[config.mk]
export PLATFORM = sky130hd
export DESIGN_NAME = uart_console_top
export DESIGN_NICKNAME = d
export VERILOG_FILES = /design/src/source/uart_console_pkg.sv /design/src/source/byte_fifo.sv /design/src/source/uart_tx.sv /design/src/source/banner_sender.sv /design/src/source/fifo_write_arbiter.sv /design/src/source/uart_console_top.sv
export SDC_FILE = /design/constraint.sdc
export NUM_CORES = 1
export LEC_CHECK = 0
export ABC_AREA = 0
export BUFFER_PORTS_ARGS = -buffer_cell sky130_fd_sc_hd__buf_4
export CAP_MARGIN = 5
export CORE_MARGIN = 2
export CORE_UTILIZATION = 50
export CTS_BUF_LIST = sky130_fd_sc_hd__clkbuf_4 sky130_fd_sc_hd__clkbuf_8
export DETAILED_ROUTE_END_ITERATION = 10
export GPL_TIMING_DRIVEN = 0
export PLACE_DENSITY = 0.66
export SYNTH_ARGS = -nofsm -noshare
export SYNTH_HDL_FRONTEND = slang
export SYNTH_SLANG_ARGS = --single-unit
export TNS_END_PERCENT = 10
[constraint.sdc]
create_clock -name CLK -period 7.6 [get_ports CLK]
set_input_delay 1.52 -clock CLK [delete_from_list [all_inputs] [get_ports CLK]]
set_output_delay 1.52 -clock CLK [all_outputs]
set_load 0.02 [all_outputs]
[src/source/uart_console_pkg.sv]
`default_nettype none

package uart_console_pkg;

  // ---------------------------------------------------------
  // Data path
  // ---------------------------------------------------------

  // Width of every byte path in the console.
  localparam int byte_w = 8;

  // Clock cycles per serial bit.
  // A 100 MHz clock at 115200 baud needs 868; 8 keeps simulation short.
  localparam int clks_per_bit = 8;

  // ---------------------------------------------------------
  // FIFO and banner
  // ---------------------------------------------------------

  // Entry count must stay a power of two so the pointers wrap on their own.
  localparam int fifo_depth = 16;
  localparam int fifo_ptr_w = $clog2(fifo_depth);

  // "Hello, Fifo!!" plus CR LF.
  localparam int banner_len = 15;

  // ---------------------------------------------------------
  // Transmitter state encoding
  // ---------------------------------------------------------

  localparam logic [1:0] tx_idle  = 2'd0;
  localparam logic [1:0] tx_start = 2'd1;
  localparam logic [1:0] tx_data  = 2'd2;
  localparam logic [1:0] tx_stop  = 2'd3;

endpackage

`default_nettype wire

[src/source/byte_fifo.sv]
`default_nettype none

module byte_fifo (
  input  logic                                CLK,
  input  logic                                rst,
  input  logic                                wr_en,
  input  logic [uart_console_pkg::byte_w-1:0] wr_data,
  input  logic                                rd_en,
  output logic [uart_console_pkg::byte_w-1:0] rd_data,
  output logic                                empty,
  output logic                                full
);

  logic [uart_console_pkg::byte_w-1:0]     mem [uart_console_pkg::fifo_depth];
  logic [uart_console_pkg::fifo_ptr_w-1:0] wr_ptr;
  logic [uart_console_pkg::fifo_ptr_w-1:0] rd_ptr;
  logic [uart_console_pkg::fifo_ptr_w-1:0] rd_ptr_next;
  logic [uart_console_pkg::fifo_ptr_w:0]   count;
  logic                                    do_wr;
  logic                                    do_rd;

  assign do_wr = wr_en && !full;
  assign do_rd = rd_en && !empty;

  assign empty = (count == '0);
  assign full  = (count == (uart_console_pkg::fifo_ptr_w + 1)'(uart_console_pkg::fifo_depth));

  // Head position once this cycle's pop has taken effect.
  assign rd_ptr_next = do_rd ? rd_ptr + 1'b1 : rd_ptr;

  // ---------------------------------------------------------
  // Pointers and occupancy
  // ---------------------------------------------------------

  always_ff @(posedge CLK) begin
    if (rst) begin
      wr_ptr <= '0;
      rd_ptr <= '0;
      count  <= '0;
    end else begin
      if (do_wr) begin
        wr_ptr <= wr_ptr + 1'b1;
      end
      rd_ptr <= rd_ptr_next;
      case ({do_wr, do_rd})
        2'b10:   count <= count + 1'b1;
        2'b01:   count <= count - 1'b1;
        default: count <= count;
      endcase
    end
  end

  // ---------------------------------------------------------
  // Storage and head register
  // ---------------------------------------------------------

  always_ff @(posedge CLK) begin
    if (do_wr) begin
      mem[wr_ptr] <= wr_data;
    end
  end

  // The head register looks one edge ahead. A write landing on the new head
  // slot can only happen when the FIFO drains to empty, so it is forwarded.
  always_ff @(posedge CLK) begin
    if (do_wr && (wr_ptr == rd_ptr_next)) begin
      rd_data <= wr_data;
    end else begin
      rd_data <= mem[rd_ptr_next];
    end
  end

endmodule

`default_nettype wire

[src/source/uart_tx.sv]
`default_nettype none

module uart_tx (
  input  logic                                CLK,
  input  logic                                rst,
  input  logic                                tx_en,
  input  logic [uart_console_pkg::byte_w-1:0] data,
  output logic                                tx_ready,
  output logic                                tx
);

  logic [1:0]                                        state;
  logic [$clog2(uart_console_pkg::clks_per_bit)-1:0] bit_cnt;
  logic [$clog2(uart_console_pkg::byte_w)-1:0]       bit_idx;
  logic [uart_console_pkg::byte_w-1:0]               shift_reg;
  logic                                              bit_last;
  logic                                              byte_last;
  logic                                              load;

  assign bit_last = (bit_cnt ==
      ($clog2(uart_console_pkg::clks_per_bit))'(uart_console_pkg::clks_per_bit - 1));
  assign byte_last = (bit_idx ==
      ($clog2(uart_console_pkg::byte_w))'(uart_console_pkg::byte_w - 1));

  assign tx_ready = (state == uart_console_pkg::tx_idle);
  assign load     = tx_en && tx_ready;

  // ---------------------------------------------------------
  // Frame sequencing
  // ---------------------------------------------------------

  always_ff @(posedge CLK) begin
    if (rst) begin
      state   <= uart_console_pkg::tx_idle;
      bit_cnt <= '0;
      bit_idx <= '0;
    end else begin
      case (state)
        uart_console_pkg::tx_idle: begin
          bit_cnt <= '0;
          bit_idx <= '0;
          if (load) begin
            state <= uart_console_pkg::tx_start;
          end
        end
        uart_console_pkg::tx_start: begin
          if (bit_last) begin
            bit_cnt <= '0;
            state   <= uart_console_pkg::tx_data;
          end else begin
            bit_cnt <= bit_cnt + 1'b1;
          end
        end
        uart_console_pkg::tx_data: begin
          if (bit_last) begin
            bit_cnt <= '0;
            if (byte_last) begin
              state <= uart_console_pkg::tx_stop;
            end else begin
              bit_idx <= bit_idx + 1'b1;
            end
          end else begin
            bit_cnt <= bit_cnt + 1'b1;
          end
        end
        default: begin
          if (bit_last) begin
            bit_cnt <= '0;
            state   <= uart_console_pkg::tx_idle;
          end else begin
            bit_cnt <= bit_cnt + 1'b1;
          end
        end
      endcase
    end
  end

  // Data goes out LSB first, so the shifter moves right once per bit.
  always_ff @(posedge CLK) begin
    if (load) begin
      shift_reg <= data;
    end else if ((state == uart_console_pkg::tx_data) && bit_last) begin
      shift_reg <= {1'b1, shift_reg[uart_console_pkg::byte_w-1:1]};
    end
  end

  always_comb begin
    case (state)
      uart_console_pkg::tx_start: tx = 1'b0;
      uart_console_pkg::tx_data:  tx = shift_reg[0];
      default:                    tx = 1'b1;
    endcase
  end

endmodule

`default_nettype wire

[src/source/banner_sender.sv]
`default_nettype none

module banner_sender (
  input  logic                                CLK,
  input  logic                                rst,
  input  logic                                banner_start,
  input  logic                                banner_grant,
  output logic                                banner_req,
  output logic [uart_console_pkg::byte_w-1:0] banner_byte
);

  logic                                            active;
  logic                                            boot;
  logic [$clog2(uart_console_pkg::banner_len)-1:0] idx;
  logic                                            idx_last;

  // The greeting table ends in CR LF.
  function automatic logic [uart_console_pkg::byte_w-1:0] banner_char(
    input logic [$clog2(uart_console_pkg::banner_len)-1:0] i
  );
    case (i)
      0:       banner_char = "H";
      1:       banner_char = "e";
      2:       banner_char = "l";
      3:       banner_char = "l";
      4:       banner_char = "o";
      5:       banner_char = ",";
      6:       banner_char = " ";
      7:       banner_char = "F";
      8:       banner_char = "i";
      9:       banner_char = "f";
      10:      banner_char = "o";
      11:      banner_char = "!";
      12:      banner_char = "!";
      13:      banner_char = 8'h0D;
      14:      banner_char = 8'h0A;
      default: banner_char = 8'h00;
    endcase
  endfunction

  assign idx_last = (idx ==
      ($clog2(uart_console_pkg::banner_len))'(uart_console_pkg::banner_len - 1));

  assign banner_req  = active;
  assign banner_byte = banner_char(idx);

  // The first edge after reset starts the greeting on its own.
  always_ff @(posedge CLK) begin
    if (rst) begin
      active <= 1'b0;
      boot   <= 1'b1;
      idx    <= '0;
    end else begin
      boot <= 1'b0;
      if (active) begin
        if (banner_grant) begin
          if (idx_last) begin
            active <= 1'b0;
            idx    <= '0;
          end else begin
            idx <= idx + 1'b1;
          end
        end
      end else if (banner_start || boot) begin
        active <= 1'b1;
        idx    <= '0;
      end
    end
  end

endmodule

`default_nettype wire

[src/source/fifo_write_arbiter.sv]
`default_nettype none

module fifo_write_arbiter (
  input  logic                                CLK,
  input  logic                                rst,
  input  logic                                banner_req,
  input  logic [uart_console_pkg::byte_w-1:0] banner_byte,
  input  logic [uart_console_pkg::byte_w-1:0] host_byte,
  input  logic                                host_write,
  input  logic                                fifo_full,
  output logic                                banner_grant,
  output logic                                host_busy,
  output logic                                wr_en,
  output logic [uart_console_pkg::byte_w-1:0] wr_data
);

  logic                                host_valid;
  logic [uart_console_pkg::byte_w-1:0] host_data;
  logic                                last_host;
  logic                                pick_host;
  logic                                host_grant;

  assign host_busy = host_valid;

  // ---------------------------------------------------------
  // Round-robin choice
  // ---------------------------------------------------------

  // The host wins a tie only if the banner was served last.
  assign pick_host = host_valid && (!banner_req || !last_host);

  assign host_grant   = pick_host && !fifo_full;
  assign banner_grant = banner_req && !pick_host && !fifo_full;

  assign wr_en   = host_grant || banner_grant;
  assign wr_data = host_grant ? host_data : banner_byte;

  // ---------------------------------------------------------
  // Host holding register and fairness state
  // ---------------------------------------------------------

  always_ff @(posedge CLK) begin
    if (rst) begin
      host_valid <= 1'b0;
      last_host  <= 1'b0;
    end else begin
      if (host_grant) begin
        host_valid <= 1'b0;
        last_host  <= 1'b1;
      end else if (host_write && !host_valid) begin
        host_valid <= 1'b1;
      end
      if (banner_grant) begin
        last_host <= 1'b0;
      end
    end
  end

  // A write seen while busy is dropped, even in the cycle the register drains.
  always_ff @(posedge CLK) begin
    if (host_write && !host_valid) begin
      host_data <= host_byte;
    end
  end

endmodule

`default_nettype wire

[src/source/uart_console_top.sv]
`default_nettype none

module uart_console_top (
  input  logic                                CLK,
  input  logic                                rst,
  input  logic                                banner_start,
  input  logic [uart_console_pkg::byte_w-1:0] host_byte,
  input  logic                                host_write,
  output logic                                host_busy,
  output logic                                tx,
  output logic                                fifo_full
);

  logic                                banner_req;
  logic [uart_console_pkg::byte_w-1:0] banner_byte;
  logic                                banner_grant;
  logic                                wr_en;
  logic [uart_console_pkg::byte_w-1:0] wr_data;
  logic [uart_console_pkg::byte_w-1:0] rd_data;
  logic                                rd_en;
  logic                                fifo_empty;
  logic                                tx_en;
  logic                                tx_ready;

  // ---------------------------------------------------------
  // Producers
  // ---------------------------------------------------------

  banner_sender banner_inst (
    .CLK          (CLK),
    .rst          (rst),
    .banner_start (banner_start),
    .banner_grant (banner_grant),
    .banner_req   (banner_req),
    .banner_byte  (banner_byte)
  );

  fifo_write_arbiter arbiter_inst (
    .CLK          (CLK),
    .rst          (rst),
    .banner_req   (banner_req),
    .banner_byte  (banner_byte),
    .host_byte    (host_byte),
    .host_write   (host_write),
    .fifo_full    (fifo_full),
    .banner_grant (banner_grant),
    .host_busy    (host_busy),
    .wr_en        (wr_en),
    .wr_data      (wr_data)
  );

  // ---------------------------------------------------------
  // Queue and serial output
  // ---------------------------------------------------------

  byte_fifo fifo_inst (
    .CLK     (CLK),
    .rst     (rst),
    .wr_en   (wr_en),
    .wr_data (wr_data),
    .rd_en   (rd_en),
    .rd_data (rd_data),
    .empty   (fifo_empty),
    .full    (fifo_full)
  );

  // The head leaves the FIFO on the same edge the transmitter loads it.
  assign tx_en = !fifo_empty;
  assign rd_en = tx_ready && !fifo_empty;

  uart_tx tx_inst (
    .CLK      (CLK),
    .rst      (rst),
    .tx_en    (tx_en),
    .data     (rd_data),
    .tx_ready (tx_ready),
    .tx       (tx)
  );

endmodule

`default_nettype wire

==> results of run 1 <==
cell type report:
| class | instances | area [µm²] | share of cell area |
|---|---|---|---|
| Tap cell | 188 | 235 | 0.0275 |
| Timing Repair Buffer | 17 | 125 | 0.0146 |
| Sequential cell | 183 | 5100 | 0.598 |
| Clock inverter | 13 | 130 | 0.0152 |
| Clock buffer | 19 | 249 | 0.0292 |
| Multi-Input combinational cell | 247 | 2500 | 0.293 |
| Buffer | 22 | 135 | 0.0158 |
| Inverter | 15 | 56.3 | 0.00659 |
placed cells by master (no fill, tap or decap), types with 9 or more instances in the layout:
cell type	Yosys	final
nor2b_1	9	9
mux4_1	21	21
nand2_1	26	26
inv_1	13	13
mux2i_1	10	10
nor2_1	35	35
buf_4	0	15
mux2_2	13	13
clkbuf_8	0	17
a21oi_1	10	10
dfxtp_1	39	39
mux4_2	19	19
edfxtp_1	144	144
ha_1	26	26
kinds of logic after synthesis:
logic type	count (synthesis)	synth area share
simple gates	105	0.0672
mux	65	0.160
xor+xnor	11	0.0124
fa+ha+maj	26	0.0417
buf+inv	37	0.0246
compound gates	40	0.0392
flops	183	0.655
report_power, final:
part	internal, µW	switching [µW]	total, µW	leakage (µW)
Sequential	1220	43.0	1260	0.00164
Clock	297	326	623	0.000197
Combinational	364	403	767	0.00117
metal layers:
metal	part of all wire	track usage	vias up
li1	-	-	1868
met4	0.013	0.0793	0
met1	0.45	0.254	2012
met2	0.50	0.294	73
met3	0.035	0.0387	14
met5	0	0	-
synthesized netlist by cell type (2+ instances only):
| cell type | number |
|---|---|
| a221oi_1 | 2 |
| a21o_1 | 4 |
| nand2_1 | 26 |
| nor3_1 | 8 |
| a21oi_4 | 2 |
| ha_1 | 26 |
| mux4_1 | 21 |
| buf_2 | 5 |
| mux2_1 | 2 |
| inv_1 | 13 |
| nand4_1 | 2 |
| buf_6 | 4 |
| o22ai_1 | 2 |
| o21a_1 | 2 |
| nor2b_1 | 9 |
| clkbuf_1 | 7 |
| or3_1 | 2 |
| edfxtp_1 | 144 |
| dfxtp_1 | 39 |
| mux2_2 | 13 |
| buf_1 | 5 |
| mux2i_1 | 10 |
| nand2b_1 | 5 |
| xor2_1 | 5 |
| xnor2_1 | 6 |
| o21ai_0 | 5 |
| inv_2 | 2 |
| o21ai_1 | 3 |
| nor2_1 | 35 |
| and2_1 | 2 |
| mux4_2 | 19 |
| nand3_1 | 5 |
| a21oi_1 | 10 |
stage by stage:
stage	total power [µW]	util	hold WS, ns	cells
floorplan	1850	-	0.405	467
global placement	2030	0.535	0.417	669
detailed placement	2050	0.535	0.433	669
CTS	2670	0.560	0.447	701
global route	2780	0.562	0.478	704
finish	2650	0.562	0.444	704
worst paths after layout:
check             slack, ns                            endpoint                       startpoint
hold / removal         0.44       tx_inst.bit_cnt[0]$_SDFF_PP0_    tx_inst.bit_cnt[0]$_SDFF_PP0_
setup / recovery       4.31  banner_inst.banner_byte[3]$_DFF_P_                     banner_start
hold reg to reg        0.44       tx_inst.bit_cnt[0]$_SDFF_PP0_    tx_inst.bit_cnt[0]$_SDFF_PP0_
setup reg to reg       4.35     fifo_inst.count[4]$_SDFFE_PP0P_  fifo_inst.count[1]$_SDFFE_PP0P_
==> results.sh, run 1 <==
export IMPL_outcome="completed"
export IMPL_fp_row_count=45
export IMPL_ir_drop_mv=0.111
export IMPL_avgSynthCellArea_um2=16.7
export IMPL_hold_class="reg -> reg"
export IMPL_synth_warnings=0
export IMPL_grt_ovfl_total=0
export IMPL_syn_nets=505
export IMPL_synth_edff_count=144
export IMPL_max_cap_violations=0
export IMPL_globalplace_congestion=0.810
export IMPL_ios=15
export IMPL_cts_buffers=17
export IMPL_critical_path_arrival_ns=3.63
export IMPL_post_route_min_period_ns=3.29
export IMPL_whs_path_depth=1
export IMPL_fin_ws_ns=4.31
export IMPL_antenna_cells=0
export IMPL_place_port_buffers=14
export IMPL_via_per_inst=5.63
export IMPL_timing_slew_headroom=0.252
export IMPL_leakage_uw=0.00300
export IMPL_powerDensity_nw_per_um2=310
export IMPL_postRouteAntennaNets=0
export IMPL_r2r_cells=16
export IMPL_synth_cells=467
export IMPL_track_usage=0.186
export IMPL_dieArea_um2=16600
export IMPL_cp_slowest_cell="or3b_4"
export IMPL_postRouteWirelength_mm=14.1
export IMPL_die_x_um=129
export IMPL_yosysSeqAreaShare=0.655
export IMPL_path_cells="buf_4 > nor3_1 > a311oi_4 > or3b_4 > a21oi_4 > inv_1 > ha_1 > a21oi_1 > o32ai_1"
export IMPL_clock_tree_htree_level_count=4
export IMPL_slowest_delay_ns=0.46
export IMPL_tns_ns=0
export IMPL_ctsResizeCount=0
export IMPL_fin_crit_sh=0.433
export IMPL_cts_sinks=183
export IMPL_crit_required_ns=7.94
export IMPL_finalHoldViolCount=0
export IMPL_via_count=3967
export IMPL_syn2layout_area_growth_pct=9.55
export IMPL_drtPass1Iterations=4
export IMPL_syn_area_um2=7800
export IMPL_critPathLaunchType="input port"
export IMPL_clk_pin_slew_worst_paths_ns=0.08
export IMPL_die_height_um=129
export IMPL_cp_num_cells=9
export IMPL_max_clock_path_buffers=2
export IMPL_dpl_worst_slack_ns=3.86
export IMPL_nNetsFinal=541
export IMPL_path_buf_inv=2
export IMPL_finish_instance_area_um2=8540
export IMPL_clock_root_buffer="clkbuf_8"
export IMPL_crit_fanout=7
export IMPL_drt_iter0_drc=365
export IMPL_grt_start_max_net_pins=17
export IMPL_final_layout_size_suffix_gt1_frac=0.198
export IMPL_rsz0062_at_grt="no"
export IMPL_drc=0
export IMPL_fmax_ghz=0.304
export IMPL_wl_per_cell_um=20.1
export IMPL_synthFlopType="edfxtp_1"
export IMPL_cp_end_kind="flip-flop"
export IMPL_cp_top_family="compound AO/OA/AOI/OAI gates"
export IMPL_antenna_found_initial=0
export IMPL_async_flop_share=0
export IMPL_drv_slew=0
export IMPL_fin_skew_ns=0.0115
export IMPL_clkLatencyLatePin_ns=0.45
export IMPL_postPlaceCellArea_um2=8140
export IMPL_ys_ff_latch=183
export IMPL_core_um2=15200
export IMPL_tightest_slew_ns=1.12
export IMPL_cts_tree="built"
export IMPL_yosysUniqueCellTypes=55
export IMPL_path_class="in -> reg"
export IMPL_cts_setup_buffers=0
export IMPL_yosysTopAreaCell="edfxtp_1"
export IMPL_yosys_top_cells_area="edfxtp_1 (55%), dfxtp_1 (10%), mux4_1 (7.1%)"
export IMPL_grt_pass1_wl_mm=22.4
export IMPL_finalSetupViolCount=0
export IMPL_first_global_vias=4049
export IMPL_fill_cells=1196
export IMPL_largest_reg_flops=128
export IMPL_hold_buffers=0
export IMPL_synth_top_cell_area_share=0.555
export IMPL_start_util=0.513
export IMPL_dp_hpwl_mm=9.53
(Power assumes the default switching activity.)
==> run 2: changes to the inputs <==
- PLACE_DENSITY: 0.66 -> 0.68
- clock period: 7.6 -> 3 ns (I/O delays scaled with it)
==> results.sh, run 2 (synthesis gave the netlist of run 1 again) <==
export IMPL_ir_drop_mv=0.440
export IMPL_drt_iter0_drc=232
export IMPL_tightest_slew_ns=1.20
export IMPL_globalplace_congestion=0.798
export IMPL_max_clock_path_buffers=2
export IMPL_post_route_min_period_ns=2.86
export IMPL_p_switching_uw=1950
export IMPL_max_cap_violations=0
export IMPL_clkLatencyLatePin_ns=0.45
export IMPL_drv_slew=0
export IMPL_fp_row_count=45
export IMPL_fin_skew_ns=0.00689
export IMPL_clock_root_buffer="clkbuf_8"
export IMPL_postRouteAntennaNets=0
export IMPL_power_uw=6560
export IMPL_start_util=0.513
export IMPL_timing_slew_headroom=0.192
export IMPL_track_usage=0.178
export IMPL_ios=15
export IMPL_postRouteWirelength_mm=13.5
export IMPL_nNetsFinal=539
export IMPL_antenna_found_initial=0
export IMPL_crit_path_frequent_cell="ha_1"
export IMPL_die_x_um=129
export IMPL_pwr_share_comb=0.300
export IMPL_slowest_delay_ns=0.55
export IMPL_final_layout_size_suffix_gt1_frac=0.204
export IMPL_leakage_uw=0.00296
export IMPL_finalHoldViolCount=0
export IMPL_wl_per_cell_um=19.3
export IMPL_fill_cells=1182
export IMPL_p_int_uw=4600
export IMPL_place_port_buffers=14
export IMPL_clkPwrFrac=0.210
export IMPL_crit_fanout=9
export IMPL_cts_buffers=17
export IMPL_swShare=0.298
export IMPL_drc=0
export IMPL_via_per_inst=5.58
export IMPL_drtPass1Iterations=4
export IMPL_cts_sinks=183
export IMPL_clock_tree_htree_level_count=4
export IMPL_core_um2=15200
export IMPL_layout_commonest_cell="edfxtp_1"
export IMPL_dieArea_um2=16600
export IMPL_fin_crit_sh=0.954
export IMPL_powerDensity_nw_per_um2=771
export IMPL_syn2layout_area_growth_pct=9.07
export IMPL_crit_required_ns=3.33
export IMPL_path_class="reg -> reg"
export IMPL_dp_hpwl_mm=9.32
export IMPL_cp_end_kind="flip-flop"
export IMPL_fmax_ghz=0.349
export IMPL_hold_class="in -> reg"
export IMPL_first_global_vias=3895
export IMPL_rsz0062_at_grt="no"
export IMPL_clk_pin_slew_worst_paths_ns=0.09
export IMPL_outcome="completed"
export IMPL_cts_tree="built"
export IMPL_fin_hold_ws_ns=0.272
export IMPL_cp_slowest_cell="or4_4"
export IMPL_grt_start_max_net_pins=17
export IMPL_via_count=3916
export IMPL_finalSetupViolCount=0
export IMPL_grt_ovfl_total=0
export IMPL_die_height_um=129
export IMPL_mostFrequentLayoutCells="edfxtp_1 (144), dfxtp_1 (36), nor2_1 (35)"
export IMPL_antenna_cells=0
export IMPL_path_cells="or4_4 > o21ai_4 > inv_2 > ha_1 > clkbuf_4 > xor2_1 > ha_1 > inv_1 > o21ai_0 > a21o_1 > a221oi_2 > xnor2_1 > nor2_1"
export IMPL_largest_reg_flops=128
export IMPL_hold_buffers=0
export IMPL_critical_path_arrival_ns=3.19
export IMPL_power_frac_seq=0.490
export IMPL_grt_pass1_wl_mm=21.2
export IMPL_critPathLaunchType="flip-flop"
-- run 2: area by class of cell --
class | count | area, µm² | share of cell area
buffer | 19 | 125 | 0.0147
clock buffer | 17 | 234 | 0.0275
clock inverter | 15 | 86.3 | 0.0102
inverter | 15 | 56.3 | 0.00662
multi-input combinational | 247 | 2520 | 0.297
sequential | 183 | 5110 | 0.601
tap | 188 | 235 | 0.0277
timing repair buffer | 18 | 133 | 0.0156
-- run 2: metal layers --
layer / wire [µm] / GRT usage
met1: 6000 / 0.230
met2: 6940 / 0.301
met3: 513 / 0.0391
met4: 97 / 0.0633
met5: 0 / 0
-- run 2: metrics by stage --
| stage | utilization | std cells | setup WS (ns) | instance area (µm²) | setup TNS, ns |
|---|---|---|---|---|---|
| final | 0.559 | 702 | 0.137 | 8500 | 0 |
| after global routing | 0.559 | 702 | 0.00131 | 8500 | 0 |
| after CTS | 0.559 | 703 | 0.00439 | 8500 | 0 |
| after detailed placement | 0.535 | 669 | -0.279 | 8140 | -0.333 |
| after global placement | 0.535 | 669 | -0.184 | 8140 | -0.184 |
| after floorplan | - | 467 | 0.0473 | 7800 | 0 |
-- run 2: power groups by stage --
stage          sequential (µW)  combinational, µW  clock [µW]
6_report                  3210               1970        1380
5_1_grt                   3240               2150        1500
4_1_cts                   3200               2010        1410
3_5_place_dp              3250               1930           0
3_3_place_gp              3240               1880           0
2_1_floorplan             3210               1480           0
-- run 2: critical path, delay by kind of cell (launching register included) --
kind	cells	cell delay, ns
AO/OA/AOI/OAI	4	0.70
XOR/XNOR	2	0.30
adder cells (fa/ha/maj)	2	0.44
buffers and inverters	3	0.32
flip-flops	1	0.39
AND/OR/NAND/NOR	2	0.60
-- run 2: path summary, 6_finish.rpt --
check                             startpoint                               to  slack (ns)  depth (start not counted)
max reg2reg  fifo_inst.count[1]$_SDFFE_PP0P_  fifo_inst.count[4]$_SDFFE_PP0P_        0.14                         13
min                                      rst         banner_inst.boot$_DFF_P_        0.27                          1
max          fifo_inst.count[1]$_SDFFE_PP0P_  fifo_inst.count[4]$_SDFFE_PP0P_        0.14                         13
min reg2reg    tx_inst.bit_cnt[0]$_SDFF_PP0_    tx_inst.bit_cnt[0]$_SDFF_PP0_        0.44                          1
-- run 2: timing repair --
item | in CTS | in global routing
setup buffers | 2 | 0
gates resized for setup | 6 | 5
hold endpoints to repair | 0 | 0
pin swaps | 3 | 4
setup endpoints to repair | 2 | 18
